<file path="config.mk">
export PLATFORM = sky130hd
export DESIGN_NAME = llc_hit_miss
export DESIGN_NICKNAME = d
export VERILOG_FILES = /design/src/llc_hit_miss_pkg.sv /design/src/llc_stage_if.sv /design/src/llc_desc_intake.sv /design/src/llc_dispatch.sv /design/src/llc_hit_miss.sv /design/src/llc_line_lock.sv /design/src/llc_miss_counters.sv /design/src/llc_tag_store.sv
export SDC_FILE = /design/constraint.sdc
export NUM_CORES = 1
export LEC_CHECK = 0
export ABC_AREA = 0
export BUFFER_PORTS_ARGS = -buffer_cell sky130_fd_sc_hd__buf_2
export CAP_MARGIN = 20
export CORE_MARGIN = 4
export CORE_UTILIZATION = 45
export DETAILED_ROUTE_END_ITERATION = 7
export PLACE_DENSITY = 0.58
export RECOVER_POWER = 25
export SYNTH_ARGS = -nofsm -noshare
export SYNTH_HDL_FRONTEND = slang
export SYNTH_HIERARCHICAL = 1
export SYNTH_SLANG_ARGS = --single-unit
</file>
<file path="constraint.sdc">
create_clock -name clk_i -period 6.2 [get_ports clk_i]
set_clock_uncertainty 0.1 [all_clocks]
set_input_delay 0.31 -clock clk_i [delete_from_list [all_inputs] [get_ports clk_i]]
set_output_delay 0.31 -clock clk_i [all_outputs]
set_load 0.02 [all_outputs]
</file>
<file path="src/llc_hit_miss_pkg.sv">
/*
  Geometry and descriptor types for the hit/miss stage.
  offset_width + index_width + tag_width must add up to addr_width.
*/
`default_nettype none

package llc_hit_miss_pkg;

  //////////////////////////////
  // cache geometry
  //////////////////////////////

  // byte address width
  parameter int unsigned addr_width   = 16;
  // set associativity
  parameter int unsigned num_ways     = 4;
  // set index bits, 16 sets
  parameter int unsigned index_width  = 4;
  // byte and block offset bits below the index
  parameter int unsigned offset_width = 4;
  // address bits above the index
  parameter int unsigned tag_width    = 8;
  // descriptor id width
  parameter int unsigned id_width     = 2;
  // miss counter width, saturates at all ones
  parameter int unsigned cnt_width    = 3;

  typedef logic [addr_width-1:0]  addr_t;
  typedef logic [index_width-1:0] index_t;
  typedef logic [tag_width-1:0]   tag_t;
  typedef logic [id_width-1:0]    id_t;
  // one-hot way select
  typedef logic [num_ways-1:0]    way_ind_t;

  //////////////////////////////
  // descriptors
  //////////////////////////////

  // incoming request, rw high means write
  typedef struct packed {
    addr_t addr;
    id_t   id;
    logic  rw;
  } desc_t;

  // descriptor after the tag lookup
  typedef struct packed {
    desc_t    desc;
    way_ind_t way_ind;
    logic     hit;
    logic     evict;
    tag_t     evict_tag;
  } result_t;

endpackage

`default_nettype wire

</file>
<file path="src/llc_stage_if.sv">
/*
  Valid/ready links inside the stage. A beat moves when valid and ready
  are both high at a clock edge; the payload holds while valid waits.
*/
`timescale 1ns/10ps
`default_nettype none

// intake to tag store
interface llc_req_if;
  import llc_hit_miss_pkg::*;
  logic  valid;
  logic  ready;
  desc_t desc;
  modport source (output valid, output desc, input ready);
  modport sink   (input valid, input desc, output ready);
endinterface

// tag store to dispatch
interface llc_res_if;
  import llc_hit_miss_pkg::*;
  logic    valid;
  logic    ready;
  result_t res;
  modport source (output valid, output res, input ready);
  modport sink   (input valid, input res, output ready);
endinterface

`default_nettype wire

</file>
<file path="src/llc_desc_intake.sv">
/*
  One-entry descriptor register in front of the tag store.
  Input ready follows the tag store's ready, so the tag clear and any
  downstream stall close the input without extra logic.
*/
`timescale 1ns/10ps
`default_nettype none

module llc_desc_intake (
  input  logic                    clk_i,
  input  logic                    rst_i,
  input  logic                    valid_i,
  input  llc_hit_miss_pkg::desc_t desc_i,
  output logic                    ready_o,
  llc_req_if.source               req_o
);
  import llc_hit_miss_pkg::*;

  // entry state
  logic  full_q;
  desc_t desc_q;
  logic  in_xfer;

  // a full entry can be replaced in the same cycle it leaves,
  // an empty one is filled whenever the tag store could take it next
  assign ready_o = req_o.ready;
  assign in_xfer = valid_i & ready_o;

  // offer the held descriptor
  assign req_o.valid = full_q;
  assign req_o.desc  = desc_q;

  //////////////////////////////
  // occupancy
  //////////////////////////////
  always_ff @(posedge clk_i) begin
    if (rst_i) begin
      full_q <= 1'b0;
    end else if (in_xfer) begin
      // fill, or leave and refill at once
      full_q <= 1'b1;
    end else if (req_o.ready) begin
      // entry handed over, nothing new
      full_q <= 1'b0;
    end
  end

  // payload only moves on an accepted input
  always_ff @(posedge clk_i) begin
    if (in_xfer) begin
      desc_q <= desc_i;
    end
  end

endmodule

`default_nettype wire

</file>
<file path="src/llc_dispatch.sv">
/*
  Routes a looked-up descriptor to the hit or miss port. A result waits
  while its line is locked or its ID counter is full. Purely combinational.
*/
`timescale 1ns/10ps
`default_nettype none

module llc_dispatch (
  llc_res_if.sink                    res_i,
  input  logic                       hit_ready_i,
  input  logic                       miss_ready_i,
  output logic                       hit_valid_o,
  output logic                       miss_valid_o,
  output llc_hit_miss_pkg::result_t  res_o,
  input  logic                       locked_i,
  input  logic                       to_miss_i,
  input  logic                       stall_i,
  output logic                       lock_req_o,
  output llc_hit_miss_pkg::index_t   lock_index_o,
  output llc_hit_miss_pkg::way_ind_t lock_way_o,
  output logic                       cnt_up_o,
  output llc_hit_miss_pkg::id_t      cnt_up_id_o
);
  import llc_hit_miss_pkg::*;

  logic hold;
  logic use_hit;
  logic hit_xfer;
  logic miss_xfer;

  // line and id of the waiting result go out for the lock and counter checks
  assign lock_index_o = res_i.res.desc.addr[offset_width +: index_width];
  assign lock_way_o   = res_i.res.way_ind;
  assign cnt_up_id_o  = res_i.res.desc.id;

  assign hold = locked_i | stall_i;

  // hits whose ID still has misses in flight keep order via the miss port
  assign use_hit = res_i.res.hit & ~to_miss_i;

  //////////////////////////////
  // port handshake
  //////////////////////////////
  assign hit_valid_o  = res_i.valid & ~hold & use_hit;
  assign miss_valid_o = res_i.valid & ~hold & ~use_hit;

  assign hit_xfer  = hit_valid_o & hit_ready_i;
  assign miss_xfer = miss_valid_o & miss_ready_i;

  // free the result register, lock the line, track miss occupancy
  assign res_i.ready = hit_xfer | miss_xfer;
  assign lock_req_o  = hit_xfer | miss_xfer;
  assign cnt_up_o    = miss_xfer;

  assign res_o = res_i.res;

endmodule

`default_nettype wire

</file>
<file path="src/llc_hit_miss.sv">
/*
  Hit/miss stage of the last-level cache. Input is refused during the
  tag clear after reset. Hit and miss ports share one result bus.
*/
`timescale 1ns/10ps
`default_nettype none

module llc_hit_miss #(
  parameter int unsigned num_sets = 2 ** llc_hit_miss_pkg::index_width,
  parameter int unsigned num_ways = llc_hit_miss_pkg::num_ways,
  parameter int unsigned num_ids  = 2 ** llc_hit_miss_pkg::id_width
) (
  input  logic                       clk_i,
  input  logic                       rst_i,
  // descriptor input
  input  logic                       valid_i,
  output logic                       ready_o,
  input  llc_hit_miss_pkg::addr_t    addr_i,
  input  llc_hit_miss_pkg::id_t      id_i,
  input  logic                       rw_i,
  // result ports
  output logic                       hit_valid_o,
  input  logic                       hit_ready_i,
  output logic                       miss_valid_o,
  input  logic                       miss_ready_i,
  output llc_hit_miss_pkg::addr_t    out_addr_o,
  output llc_hit_miss_pkg::id_t      out_id_o,
  output logic                       out_rw_o,
  output llc_hit_miss_pkg::way_ind_t way_ind_o,
  output logic                       refill_o,
  output logic                       evict_o,
  output llc_hit_miss_pkg::tag_t     evict_tag_o,
  // line unlock and miss count-down
  input  logic                       unlock_valid_i,
  input  llc_hit_miss_pkg::index_t   unlock_index_i,
  input  llc_hit_miss_pkg::way_ind_t unlock_way_i,
  input  logic                       cnt_down_valid_i,
  input  llc_hit_miss_pkg::id_t      cnt_down_id_i
);
  import llc_hit_miss_pkg::*;

  desc_t    in_desc;
  result_t  out_res;
  logic     lock_req;
  logic     locked;
  index_t   lock_index;
  way_ind_t lock_way;
  logic     cnt_up;
  id_t      cnt_up_id;
  logic     to_miss;
  logic     cnt_stall;

  llc_req_if req_if ();
  llc_res_if res_if ();

  assign in_desc = '{addr: addr_i, id: id_i, rw: rw_i};

  llc_desc_intake i_desc_intake (
    .clk_i   (clk_i),
    .rst_i   (rst_i),
    .valid_i (valid_i),
    .desc_i  (in_desc),
    .ready_o (ready_o),
    .req_o   (req_if)
  );

  llc_tag_store #(
    .num_sets (num_sets),
    .num_ways (num_ways)
  ) i_tag_store (
    .clk_i (clk_i),
    .rst_i (rst_i),
    .req_i (req_if),
    .res_o (res_if)
  );

  llc_dispatch i_dispatch (
    .res_i        (res_if),
    .hit_ready_i  (hit_ready_i),
    .miss_ready_i (miss_ready_i),
    .hit_valid_o  (hit_valid_o),
    .miss_valid_o (miss_valid_o),
    .res_o        (out_res),
    .locked_i     (locked),
    .to_miss_i    (to_miss),
    .stall_i      (cnt_stall),
    .lock_req_o   (lock_req),
    .lock_index_o (lock_index),
    .lock_way_o   (lock_way),
    .cnt_up_o     (cnt_up),
    .cnt_up_id_o  (cnt_up_id)
  );

  llc_line_lock #(
    .num_sets (num_sets),
    .num_ways (num_ways)
  ) i_line_lock (
    .clk_i          (clk_i),
    .rst_i          (rst_i),
    .lock_req_i     (lock_req),
    .lock_index_i   (lock_index),
    .lock_way_i     (lock_way),
    .unlock_valid_i (unlock_valid_i),
    .unlock_index_i (unlock_index_i),
    .unlock_way_i   (unlock_way_i),
    .locked_o       (locked)
  );

  llc_miss_counters #(
    .num_ids (num_ids)
  ) i_miss_counters (
    .clk_i         (clk_i),
    .rst_i         (rst_i),
    .cnt_up_i      (cnt_up),
    .cnt_up_id_i   (cnt_up_id),
    .cnt_down_i    (cnt_down_valid_i),
    .cnt_down_id_i (cnt_down_id_i),
    .to_miss_o     (to_miss),
    .stall_o       (cnt_stall)
  );

  //////////////////////////////
  // shared result bus
  //////////////////////////////
  assign out_addr_o  = out_res.desc.addr;
  assign out_id_o    = out_res.desc.id;
  assign out_rw_o    = out_res.desc.rw;
  assign way_ind_o   = out_res.way_ind;
  // only a true miss refills, a hit sent down the miss port does not
  assign refill_o    = ~out_res.hit;
  assign evict_o     = out_res.evict;
  assign evict_tag_o = out_res.evict_tag;

endmodule

`default_nettype wire

</file>
<file path="src/llc_line_lock.sv">
/*
  One lock bit per line. Lock and unlock of the same line in one cycle
  leave it locked. Unlock is never refused.
*/
`timescale 1ns/10ps
`default_nettype none

module llc_line_lock #(
  parameter int unsigned num_sets = 16,
  parameter int unsigned num_ways = 4
) (
  input  logic                       clk_i,
  input  logic                       rst_i,
  input  logic                       lock_req_i,
  input  llc_hit_miss_pkg::index_t   lock_index_i,
  input  llc_hit_miss_pkg::way_ind_t lock_way_i,
  input  logic                       unlock_valid_i,
  input  llc_hit_miss_pkg::index_t   unlock_index_i,
  input  llc_hit_miss_pkg::way_ind_t unlock_way_i,
  output logic                       locked_o
);
  import llc_hit_miss_pkg::*;

  logic [num_ways-1:0] lock_q [num_sets];
  logic [num_ways-1:0] lock_d [num_sets];

  // next state per set, unlock first so a same-cycle lock overrides it
  always_comb begin
    for (int s = 0; s < num_sets; s++) begin
      lock_d[s] = lock_q[s];
      if (unlock_valid_i && (unlock_index_i == index_t'(s))) begin
        lock_d[s] = lock_d[s] & ~unlock_way_i;
      end
      if (lock_req_i && (lock_index_i == index_t'(s))) begin
        lock_d[s] = lock_d[s] | lock_way_i;
      end
    end
  end

  always_ff @(posedge clk_i) begin
    if (rst_i) begin
      for (int s = 0; s < num_sets; s++) begin
        lock_q[s] <= '0;
      end
    end else begin
      for (int s = 0; s < num_sets; s++) begin
        lock_q[s] <= lock_d[s];
      end
    end
  end

  // state of the line the current result points at
  assign locked_o = |(lock_q[lock_index_i] & lock_way_i);

endmodule

`default_nettype wire

</file>
<file path="src/llc_miss_counters.sv">
/*
  Saturating count per ID of descriptors sitting in the miss path.
  Both outputs look at the ID on cnt_up_id_i, the one about to dispatch.
*/
`timescale 1ns/10ps
`default_nettype none

module llc_miss_counters #(
  parameter int unsigned num_ids = 4
) (
  input  logic                  clk_i,
  input  logic                  rst_i,
  input  logic                  cnt_up_i,
  input  llc_hit_miss_pkg::id_t cnt_up_id_i,
  input  logic                  cnt_down_i,
  input  llc_hit_miss_pkg::id_t cnt_down_id_i,
  output logic                  to_miss_o,
  output logic                  stall_o
);
  import llc_hit_miss_pkg::*;

  localparam logic [cnt_width-1:0] cnt_max = '1;

  logic [cnt_width-1:0] cnt_q [num_ids];
  logic [num_ids-1:0]   up_hit;
  logic [num_ids-1:0]   down_hit;

  // decode which counter each event addresses
  always_comb begin
    for (int i = 0; i < num_ids; i++) begin
      up_hit[i]   = cnt_up_i && (cnt_up_id_i == id_t'(i));
      down_hit[i] = cnt_down_i && (cnt_down_id_i == id_t'(i));
    end
  end

  //////////////////////////////
  // counters
  //////////////////////////////
  always_ff @(posedge clk_i) begin
    if (rst_i) begin
      for (int i = 0; i < num_ids; i++) begin
        cnt_q[i] <= '0;
      end
    end else begin
      for (int i = 0; i < num_ids; i++) begin
        // up and down together cancel
        if (up_hit[i] && !down_hit[i] && (cnt_q[i] != cnt_max)) begin
          cnt_q[i] <= cnt_q[i] + 1'b1;
        end else if (down_hit[i] && !up_hit[i] && (cnt_q[i] != '0)) begin
          cnt_q[i] <= cnt_q[i] - 1'b1;
        end
      end
    end
  end

  assign to_miss_o = (cnt_q[cnt_up_id_i] != '0);
  // a full counter could not record one more miss
  assign stall_o   = (cnt_q[cnt_up_id_i] == cnt_max);

endmodule

`default_nettype wire

</file>
<file path="src/llc_tag_store.sv">
/*
  Tag, valid and dirty arrays with a one-hot round-robin pointer per set.
  After reset the sets are cleared one per cycle and requests are refused.
  num_ways must be at least 2; num_sets must be 2**index_width.
*/
`timescale 1ns/10ps
`default_nettype none

module llc_tag_store #(
  parameter int unsigned num_sets = 16,
  parameter int unsigned num_ways = 4
) (
  input  logic      clk_i,
  input  logic      rst_i,
  llc_req_if.sink   req_i,
  llc_res_if.source res_o
);
  import llc_hit_miss_pkg::*;

  localparam int unsigned way_bits = $clog2(num_ways);

  // line state, no reset, cleared by the walk below
  tag_t                tag_q   [num_sets][num_ways];
  logic [num_ways-1:0] valid_q [num_sets];
  logic [num_ways-1:0] dirty_q [num_sets];
  logic [num_ways-1:0] rr_q    [num_sets];

  // clear walk
  logic   clearing_q;
  index_t clr_idx_q;

  // lookup
  index_t              idx;
  tag_t                tag;
  logic [num_ways-1:0] hit_vec;
  logic [num_ways-1:0] inv_sel;
  logic [num_ways-1:0] way_sel;
  logic [way_bits-1:0] way_num;
  logic                hit;
  logic                use_rr;
  logic                old_dirty;
  logic                new_dirty;
  logic                req_xfer;

  // result register
  logic    res_valid_q;
  result_t res_q;

  assign idx = req_i.desc.addr[offset_width +: index_width];
  assign tag = req_i.desc.addr[offset_width + index_width +: tag_width];

  //////////////////////////////
  // lookup and way choice
  //////////////////////////////
  always_comb begin
    hit_vec = '0;
    inv_sel = '0;
    way_num = '0;
    for (int w = 0; w < num_ways; w++) begin
      hit_vec[w] = valid_q[idx][w] && (tag_q[idx][w] == tag);
    end
    // scan downwards so the lowest invalid way is the one left standing
    for (int w = num_ways - 1; w >= 0; w--) begin
      if (!valid_q[idx][w]) begin
        inv_sel    = '0;
        inv_sel[w] = 1'b1;
      end
    end
    hit    = |hit_vec;
    use_rr = !hit && !(|inv_sel);
    // hit way, else first free way, else the set's victim pointer
    if (hit) begin
      way_sel = hit_vec;
    end else if (!use_rr) begin
      way_sel = inv_sel;
    end else begin
      way_sel = rr_q[idx];
    end
    for (int w = 0; w < num_ways; w++) begin
      if (way_sel[w]) begin
        way_num = way_bits'(w);
      end
    end
    old_dirty = |(way_sel & dirty_q[idx]);
    // a write hit keeps the line dirty, a refill starts from the write bit
    new_dirty = req_i.desc.rw | (hit & old_dirty);
  end

  // result slot is free or emptying, and the clear is done
  assign req_i.ready = !clearing_q && (!res_valid_q || res_o.ready);
  assign req_xfer    = req_i.valid && req_i.ready;

  //////////////////////////////
  // array update
  //////////////////////////////
  always_ff @(posedge clk_i) begin
    if (clearing_q) begin
      valid_q[clr_idx_q] <= '0;
      dirty_q[clr_idx_q] <= '0;
      rr_q[clr_idx_q]    <= num_ways'(1);
    end else if (req_xfer) begin
      tag_q[idx][way_num] <= tag;
      valid_q[idx]        <= valid_q[idx] | way_sel;
      dirty_q[idx]        <= (dirty_q[idx] & ~way_sel) | (way_sel & {num_ways{new_dirty}});
      // pointer only moves when it actually picked the victim
      if (use_rr) begin
        rr_q[idx] <= {rr_q[idx][num_ways-2:0], rr_q[idx][num_ways-1]};
      end
    end
  end

  // control, clear walk restarts on every reset
  always_ff @(posedge clk_i) begin
    if (rst_i) begin
      clearing_q  <= 1'b1;
      clr_idx_q   <= '0;
      res_valid_q <= 1'b0;
    end else begin
      if (clearing_q) begin
        clr_idx_q <= clr_idx_q + index_t'(1);
        if (clr_idx_q == index_t'(num_sets - 1)) begin
          clearing_q <= 1'b0;
        end
      end
      if (req_xfer) begin
        res_valid_q <= 1'b1;
      end else if (res_o.ready) begin
        res_valid_q <= 1'b0;
      end
    end
  end

  // evict only when a miss displaces a valid dirty line
  always_ff @(posedge clk_i) begin
    if (req_xfer) begin
      res_q.desc      <= req_i.desc;
      res_q.way_ind   <= way_sel;
      res_q.hit       <= hit;
      res_q.evict     <= !hit && old_dirty && |(way_sel & valid_q[idx]);
      res_q.evict_tag <= tag_q[idx][way_num];
    end
  end

  assign res_o.valid = res_valid_q;
  assign res_o.res   = res_q;

endmodule

`default_nettype wire

</file>
==> results list, run 1 <==
- The routed design has 98,000 um of wire.
- Most common cell type on the critical path: sky130_fd_sc_hd__mux2i_1
* Share of post-route cells with drive strength above 1: slightly above 20%
- Post-place instance area: between 0.03 and 0.04 mm2
- Final setup violating endpoints: 0
* Area of the multi-input gates: roughly 0.011 mm2
* Total leakage power: around 0.013 uW
- Number of warnings printed during yosys synthesis: 6
- Fill cells in the final layout number ~6,600.
- IO Pins: a little over 70
- Mapped Avg Cell Area: roughly 16 um2
- Post-detail-place hpwl: between 60,000 and 70,000 um
- Total of max-cap violations: 3
- After clock tree synthesis, the setup repair step added 0 buffers.
* Mapped Nets: between 2,000 and 2,500
- Cell internal power dissipation: 9160 uW
- The H-tree generated during clock tree synthesis spans 3 levels.
- The clock reaches the later pin of the worst-skew pair after 640 ps.
- Horizontal die dimension: 292 um
* Cell area after layout: roughly 0.041 mm2
- Delay of the slowest cell on the worst path: 900 ps
* Summed negative setup slack over all endpoints: 0 ps
- Of all nets on the critical path, the largest fanout is 13.
- Area Overhead vs Synth: 11.5%
- The routed layout has between 20,000 and 25,000 vias.
- The first routing iteration left between 2,000 and 2,500 violations.
- Minimum period implied by the final worst setup slack: about 5700 ps
- Counting along the longest clock path gives a buffer depth of 3.
- Maximum frequency from static timing analysis: roughly 170 MHz
- STA puts the critical path data required time at roughly 6300 ps.
- Maximum number of pins on one net before global-route repair: 76
- In this run the core area contains ~100 standard-cell rows.
- Die footprint: roughly 0.086 mm2
- Core box area: 0.0803 mm2
* Transition time at the pin with the least slew margin: approximately 2200 ps
- Number of I/O port buffers: 71
- Layout Cells excl Fill: around 3,500
* Synthesized cell area: between 0.03 and 0.04 mm2
* Final hold vios: 0
* First-pass DRT Iterations: 5
* Die H: roughly 300 um
- Diode count: 0
- The worst setup path is captured at a flop.
- Data on the critical path arrives at its endpoint at 5860 ps.
- Routability Congestion: 0.915
- After layout, the design draws a total of between 10,000 and 15,000 uW.
* Number of clock sinks seen by CTS: between 800 and 900
- The most used flip-flop cell after synthesis is sky130_fd_sc_hd__edfxtp_1.
- Power density cells: 280 mW/mm2
* Number of pins exceeding their max-slew limit in the final report: 100
* Clock Pin Slew Worst Setup and Hold Paths: roughly 60 ps
- Setup repair after global routing left no endpoint under its margin.
- TritonCTS created 86 clock buffers.
- STA classifies the critical path startpoint as a flop.
* Effective utilization at floorplan: 45.3%
* Total overflow reported by the global router: 0
- Dividing the detail-routed via count by the number of cells gives just over 6.
- Worst-path cell chain: clkbuf_1 -> mux4_1 -> mux2i_1 -> mux2i_1 -> xnor2_1 -> nand4_1 -> a211oi_2 -> a21o_1 -> nand2_1 -> buf_4 -> nor2_1
- Hold crit path type: in -> reg
- After synthesis the netlist holds a flip-flop and latch count of 839.
- Total routing resource utilization after global routing: 22.6%
- The detail route stage leaves a number of antenna-violating nets equal to 0.
* DRC violations left: 0
- TritonCTS built the clock tree.
- For this design the total switching power over the nets is about 2200 uW.
* Post-detailed-route wirelength per cell: roughly 28 um
- Dpl cells: about 3,300
* Cell type of the slowest stage on the worst timing path: sky130_fd_sc_hd__clkbuf_1
- Distinct cell type count of the synthesized netlist: 110
- The first global-routing pass estimated 143,000 um of wire.
- Setup Crit Path Kind: reg -> reg
- The checks that failed: max-capacitance violations, max-slew violations.
* Portion of total power attributed to the clock network: 44.8%
- The flow ran to the end, but the final reports show violations.
- Worst ir drop on vdd: about 0.00017 V
* Seq/Total Area, Yosys: between 60% and 70%
- Sequential cells account for around 54% of the total power.
* Clk root buf: sky130_fd_sc_hd__clkbuf_16
- After layout, the worst path uses ~92% of the clock period.
* Switching Fraction: approximately 20%
- The share of total power dissipated in combinational logic is between 1 and 1.5%.
- After technology mapping, the gate count stands at 2,246.
* Async set-reset flop share out of synthesis: 0%
- After the last flow step, the layout net total stands at 2,392.
- Antenna violations before repair: 1
- In this run the tightest slew margin relative to its limit is -47.7%.
* Number of synthesized flops with an enable pin: around 770
- In the final layout, flip-flops and latches occupy between 0.02 and 0.025 mm2.
- Number of global-route vias before repair: just over 20,000
power groups by stage:
stage	Combinational (uW)	Clock, uW	Sequential [uW]
floorplan	83.9	0	6250
global placement	129	0	6260
detailed placement	132	0	6260
CTS	143	5210	6140
global route	155	5470	6140
finish	143	5100	6140
critical path: cells and delay by family (launching register included):
family	cells	cell delay, ps
AOI/OAI and AO/OA	2	990
and+or+nand+nor	3	1020
muxes	3	1140
buffers and inverters	2	1110
xor gates and xnor gates	1	210
DFF	1	730
flip-flops by register name (all words and copies together) (netlist names):
| register | count |
|---|---|
| i_tag_store/valid_q | 64 |
| i_tag_store/clearing_q | 1 |
| i_tag_store/dirty_q | 64 |
| i_miss_counters/cnt_q | 12 |
| i_desc_intake/req_o.desc | 19 |
| i_tag_store/res_o.res | 33 |
| i_line_lock/lock_q | 64 |
| i_tag_store/tag_q | 512 |
| i_tag_store/res_o.valid | 1 |
| i_desc_intake/req_o.valid | 1 |
| i_tag_store/rr_q | 64 |
| i_tag_store/clr_idx_q | 4 |
Yosys cell counts (15+ instances only):
library cell	count	area, um2
sky130_fd_sc_hd__buf_6	15	169
sky130_fd_sc_hd__nand3_1	29	145
sky130_fd_sc_hd__nand2b_1	26	163
sky130_fd_sc_hd__mux4_1	22	578
sky130_fd_sc_hd__o22ai_1	21	131
sky130_fd_sc_hd__dfxtp_1	71	1420
sky130_fd_sc_hd__xnor2_1	28	245
sky130_fd_sc_hd__mux4_2	138	3110
sky130_fd_sc_hd__buf_2	21	105
sky130_fd_sc_hd__nor2_1	194	728
sky130_fd_sc_hd__o21ai_0	42	210
sky130_fd_sc_hd__nor2b_1	17	106
sky130_fd_sc_hd__edfxtp_1	768	23100
sky130_fd_sc_hd__a21oi_1	28	140
sky130_fd_sc_hd__mux2_2	36	405
sky130_fd_sc_hd__inv_1	26	97.6
sky130_fd_sc_hd__nand2_1	164	616
sky130_fd_sc_hd__nor3_1	35	175
sky130_fd_sc_hd__mux2i_1	110	1100
sky130_fd_sc_hd__buf_4	74	556
sky130_fd_sc_hd__clkbuf_1	43	161
sky130_fd_sc_hd__a22oi_1	100	751
path summary, 6_finish.rpt:
check | start | to | slack, ps | cells after the start
worst min-delay path | unlock_way_i[2] | i_line_lock/lock_q[6][2] | 70 | 4
worst max-delay path | i_desc_intake/req_o.desc[7] | i_tag_store/tag_q[9][6] | 480 | 11
worst min register to register | i_desc_intake/req_o.desc[3] | i_tag_store/res_o.res[17] | 330 | 0
worst max register to register | i_desc_intake/req_o.desc[7] | i_tag_store/tag_q[9][6] | 480 | 11
final cells by class:
class,instances,area share [%]
Clock buffer,106,5.62
Clock inverter,50,1.21
Inverter,31,0.287
Multi-Input combinational cell,1204,26.0
Sequential cell,839,60.3
Tap cell,1060,3.27
Timing Repair Buffer,186,3.29
cell families (layout without fill, tap and decap cells):
logic type / after synthesis / in the layout / synth area share (%)
adders and majority gates: 8 / 8 / 0.337
muxes: 307 / 307 / 14.3
and+or+nand+nor: 571 / 571 / 7.70
xor gates and xnor gates: 30 / 30 / 0.722
AOI/OAI and AO/OA: 288 / 288 / 5.93
DFF: 839 / 839 / 67.3
buffers and inverters: 203 / 373 / 3.72
stage by stage:
stage                     util (%)  setup WS (ps)  hold WS [ps]
after floorplan                  -            798           279
after global placement        46.9            677           316
after detailed placement      46.9            468           313
after CTS                     50.6            470          26.4
after global routing          50.6            119          80.4
final                         50.6            478          68.4
layout by cell type (no fill, tap or decap), types with 10 or more instances in the layout:
cell type                       synthesis  layout
sky130_fd_sc_hd__edfxtp_1             768     768
sky130_fd_sc_hd__nor2_1               194     194
sky130_fd_sc_hd__nand2_1              164     164
sky130_fd_sc_hd__mux4_2               138     138
sky130_fd_sc_hd__mux2i_1              110     110
sky130_fd_sc_hd__a22oi_1              100     100
sky130_fd_sc_hd__clkbuf_16              0      88
sky130_fd_sc_hd__buf_4                 74      81
sky130_fd_sc_hd__dfxtp_1               71      71
sky130_fd_sc_hd__buf_2                 21      49
sky130_fd_sc_hd__clkbuf_1              43      44
sky130_fd_sc_hd__o21ai_0               42      42
sky130_fd_sc_hd__mux2_2                36      36
sky130_fd_sc_hd__nor3_1                35      35
sky130_fd_sc_hd__nand3_1               29      29
sky130_fd_sc_hd__a21oi_1               28      28
sky130_fd_sc_hd__xnor2_1               28      28
sky130_fd_sc_hd__nand2b_1              26      26
sky130_fd_sc_hd__inv_1                 26      25
sky130_fd_sc_hd__clkinv_1               3      24
sky130_fd_sc_hd__mux4_1                22      22
sky130_fd_sc_hd__o22ai_1               21      21
sky130_fd_sc_hd__dlygate4sd3_1          0      20
sky130_fd_sc_hd__nor2b_1               17      17
sky130_fd_sc_hd__and3_1                11      11
sky130_fd_sc_hd__nor4_1                10      10
routing by layer:
| metal | global-route usage (%) | share of wire (%) | vias to the layer above |
|---|---|---|---|
| li1 | - | - | 9023 |
| met1 | 32.1 | 42 | 10900 |
| met2 | 35.5 | 47 | 966 |
| met3 | 3.92 | 7.4 | 201 |
| met4 | 8.27 | 3.7 | 0 |
| met5 | 0 | 0 | - |
timing repair:
item,in CTS,in global routing
resized for setup,0,0
hold endpoints to repair,20,0
hold buffers,20,0
(Power assumes the default switching activity.)
==> run 2: changes to the inputs <==
PLACE_DENSITY = unset   (was 0.58)
==> run 2 against run 1 <==
The run still ends with max-capacitance violations, max-slew violations left. Sequential share of layout area up 0.16 points. Combinational power about the same. Fmax increased by 1.3%. Non-clock buffer count down 16. Largest power group unchanged. Global-route usage rose by 0.17 points. Worst setup slack better by 73 ps. Total power hardly changed. Critical endpoint is now i_tag_store/tag_q[1][0]. Core utilization fell by 0.13 points.
==> results list, run 2 (synthesis gave the netlist of run 1 again) <==
* Most common cell type on the critical path: sky130_fd_sc_hd__nand2_1
* Antenna violations before repair: 1
* Hold crit path type: in -> reg
- On the worst path, the slowest cell contributes a delay of 750 ps.
- From bottom edge to top edge, the die measures a little under 300 um.
- Hold_ws: approximately 65 ps
* Maximum frequency from static timing analysis: about 180 MHz
- Effective utilization at floorplan: a little under half
- RSZ-0062 raised after global routing: no
- Across the run, the number of max-cap violations was 5.
- The worst pin sits at a relative slew slack of -63.0%.
- Number of pins exceeding their max-slew limit in the final report: around 180
- Post-CTS repair changed the size of 0 cells.
- H-Tree Level Count: 3
- Wire length of the first global-routing pass: roughly 140,000 um
- The register with the most flip-flops in the final layout is i_tag_store/tag_q.
* Maximum number of pins on one net before global-route repair: 90
* Dpl cells: roughly 3,300
* Antenna Violating Nets Remaining: 0
- The longest clock path from root to sink contains 3 buffers.
- Summing internal, switching and leakage power gives approximately 11,000 uW.
- After floorplanning, the core was sized to cover roughly 0.08 mm2.
- Setup Crit Path Kind: reg -> reg
- Total overflow reported by the global router: 0
- The flow ran to the end, but the final reports show violations.
- Final hold vios: 0
- Final setup violating endpoints: 0
* Area Overhead vs Synth: 11.2%
- Cells with a size suffix above 1 make up between 10% and 20% of the layout.
* Data arrival, critical path: 5810 ps
- Summed negative setup slack over all endpoints: 0 ps
- At the end of routability-driven placement, the weighted congestion stood at around 0.98.
- Number of buffers created by CTS: slightly below 90
- Minimum period implied by the final worst setup slack: between 5000 and 6000 ps
- Post-detailed-route wirelength per cell: roughly 29 um
* Max FFs per register: a little over 500
- In this run the count of I/O pins placed on the die edge is between 70 and 80.
* DRC violations left: 0
* Clock network latency to the later pin of the worst-skew pair: 660 ps
- Std-Cell Rows: about 100
* Via-per-instance ratio: 6.14
- Most common cell after layout, fill and taps aside: sky130_fd_sc_hd__edfxtp_1
- Power spread over the standard cell area amounts to between 200 and 300 mW/mm2.
- Port buffering added between 70 and 80 buffers.
- Global routing used a little under a quarter of the available tracks across all layers.
- Worst setup SP type: flop
- Counting every sink on the clock net gives approximately 840.
- Once layout is complete, the cells apart from fillers number between 3,000 and 4,000.
* Final cycle utilization of the critical path: 91.1%
- Worst-path cell chain: buf_4 -> mux2_2 -> o22ai_1 -> nor4b_1 -> nor4_1 -> nand2_1 -> nor2_1 -> nand2_1 -> a21oi_1 -> nand2b_1 -> nor2b_1 -> nand2_1 -> inv_2 -> nand2_1 -> buf_4 -> nor2_1
- Clock Pin Slew Worst Setup and Hold Paths: around 60 ps
* Number of design-rule violations left by the first detailed-router iteration: 2,427
- Diode count: 0
- At the pin with the least slew margin, the transition time is roughly 2400 ps.
- The net count of the finished layout is ~2,400.
- STA classifies the critical path endpoint as a flop.
- Top library cells by usage in the layout, fill and taps aside: sky130_fd_sc_hd__edfxtp_1 (768), sky130_fd_sc_hd__nor2_1 (194), sky130_fd_sc_hd__nand2_1 (164), sky130_fd_sc_hd__mux4_2 (138), sky130_fd_sc_hd__mux2i_1 (110)
- Horizontal die dimension: slightly below 300 um
* Violations in the final reports: max-capacitance violations, max-slew violations
- IR analysis of the VDD net gives a maximum drop of about 0.0002 V.
- First-pass DRT Iterations: 6
- The slowest stage of the critical path is the sky130_fd_sc_hd__edfxtp_1 cell.
- Total leakage power: around 0.013 uW
* Routed Wire Length: between 90,000 and 100,000 um
- The routed layout has 21,300 vias.
- Post-detail-place hpwl: about 65,000 um
- The number of global-route vias before repair came to about 21,000.
- Clock tree synthesis selected as its root buffer the cell sky130_fd_sc_hd__clkbuf_16.
- Along the worst path, the maximum fanout reaches 17.
- Number of filler cells placed in the layout: approximately 6,500
- Data on the critical path is required at its endpoint by between 6000 and 7000 ps.
- TritonCTS built the clock tree.
- Die footprint: between 0.08 and 0.09 mm2
## run 2: cell types whose count changed in the layout (fill, tap and decap cells not counted), moves of 2 or more
| cell | delta |
|---|---|
| sky130_fd_sc_hd__buf_4 | -19 |
| sky130_fd_sc_hd__clkbuf_1 | +5 |
| sky130_fd_sc_hd__clkinv_2 | +3 |
| sky130_fd_sc_hd__buf_2 | -2 |
| sky130_fd_sc_hd__bufinv_16 | -2 |
| sky130_fd_sc_hd__clkinv_1 | -2 |
## run 2: worst paths after layout
path | from | endpoint | slack, ps | depth (start not counted)
setup / recovery | i_tag_store/res_o.res[22] | i_tag_store/tag_q[1][0] | 550 | 16
hold / removal | unlock_way_i[1] | i_line_lock/lock_q[4][1] | 60 | 4
setup reg to reg | i_tag_store/res_o.res[22] | i_tag_store/tag_q[1][0] | 550 | 16
hold reg to reg | i_desc_intake/req_o.desc[4] | i_tag_store/res_o.res[18] | 330 | 0
## run 2: repair_timing
action | CTS | global route
buffers inserted | 0 | 3
endpoints found under the hold margin | 20 | 0
hold buffers | 20 | 0
endpoints found under the setup margin | 0 | 36
## run 2: area by class of cell
type                    count  area [um2]  area share [%]
well taps                1060        1330            3.28
clock inverters            53         503            1.24
inverters                  31         116           0.287
repair buffers            170        1190            2.94
clock buffers             107        2300            5.69
multi-input cells        1204       10600            26.1
flip-flops and latches    839       24500            60.5
## run 2: metrics by stage
stage	util (%)	instance area, um2	setup WS (ps)
global placement	46.7	37500	750
floorplan	-	36400	798
detailed placement	46.7	37500	489
global route	50.4	40500	144
finish	50.4	40500	552
CTS	50.5	40500	431
## run 2: routing by layer
layer	share of wire [%]	up-vias	track usage (%)
li1	-	8996	-
met1	42	10900	32.9
met2	46	1130	35.1
met3	8.5	213	3.96
met4	3.9	0	8.47
met5	0	-	0
## run 2: where the power goes
group | internal, uW | switching [uW] | total (uW)
logic | 53.6 | 86.8 | 140
registers | 6120 | 17.3 | 6140
clock network | 2950 | 2160 | 5110
## run 2: worst max-delay path, delay by kind of cell (launching register included)
kind	cells	cell delay, ps
buffers and inverters	3	1010
muxes	1	360
and+or+nand+nor	10	2510
AOI/OAI and AO/OA	2	510
DFF	1	750
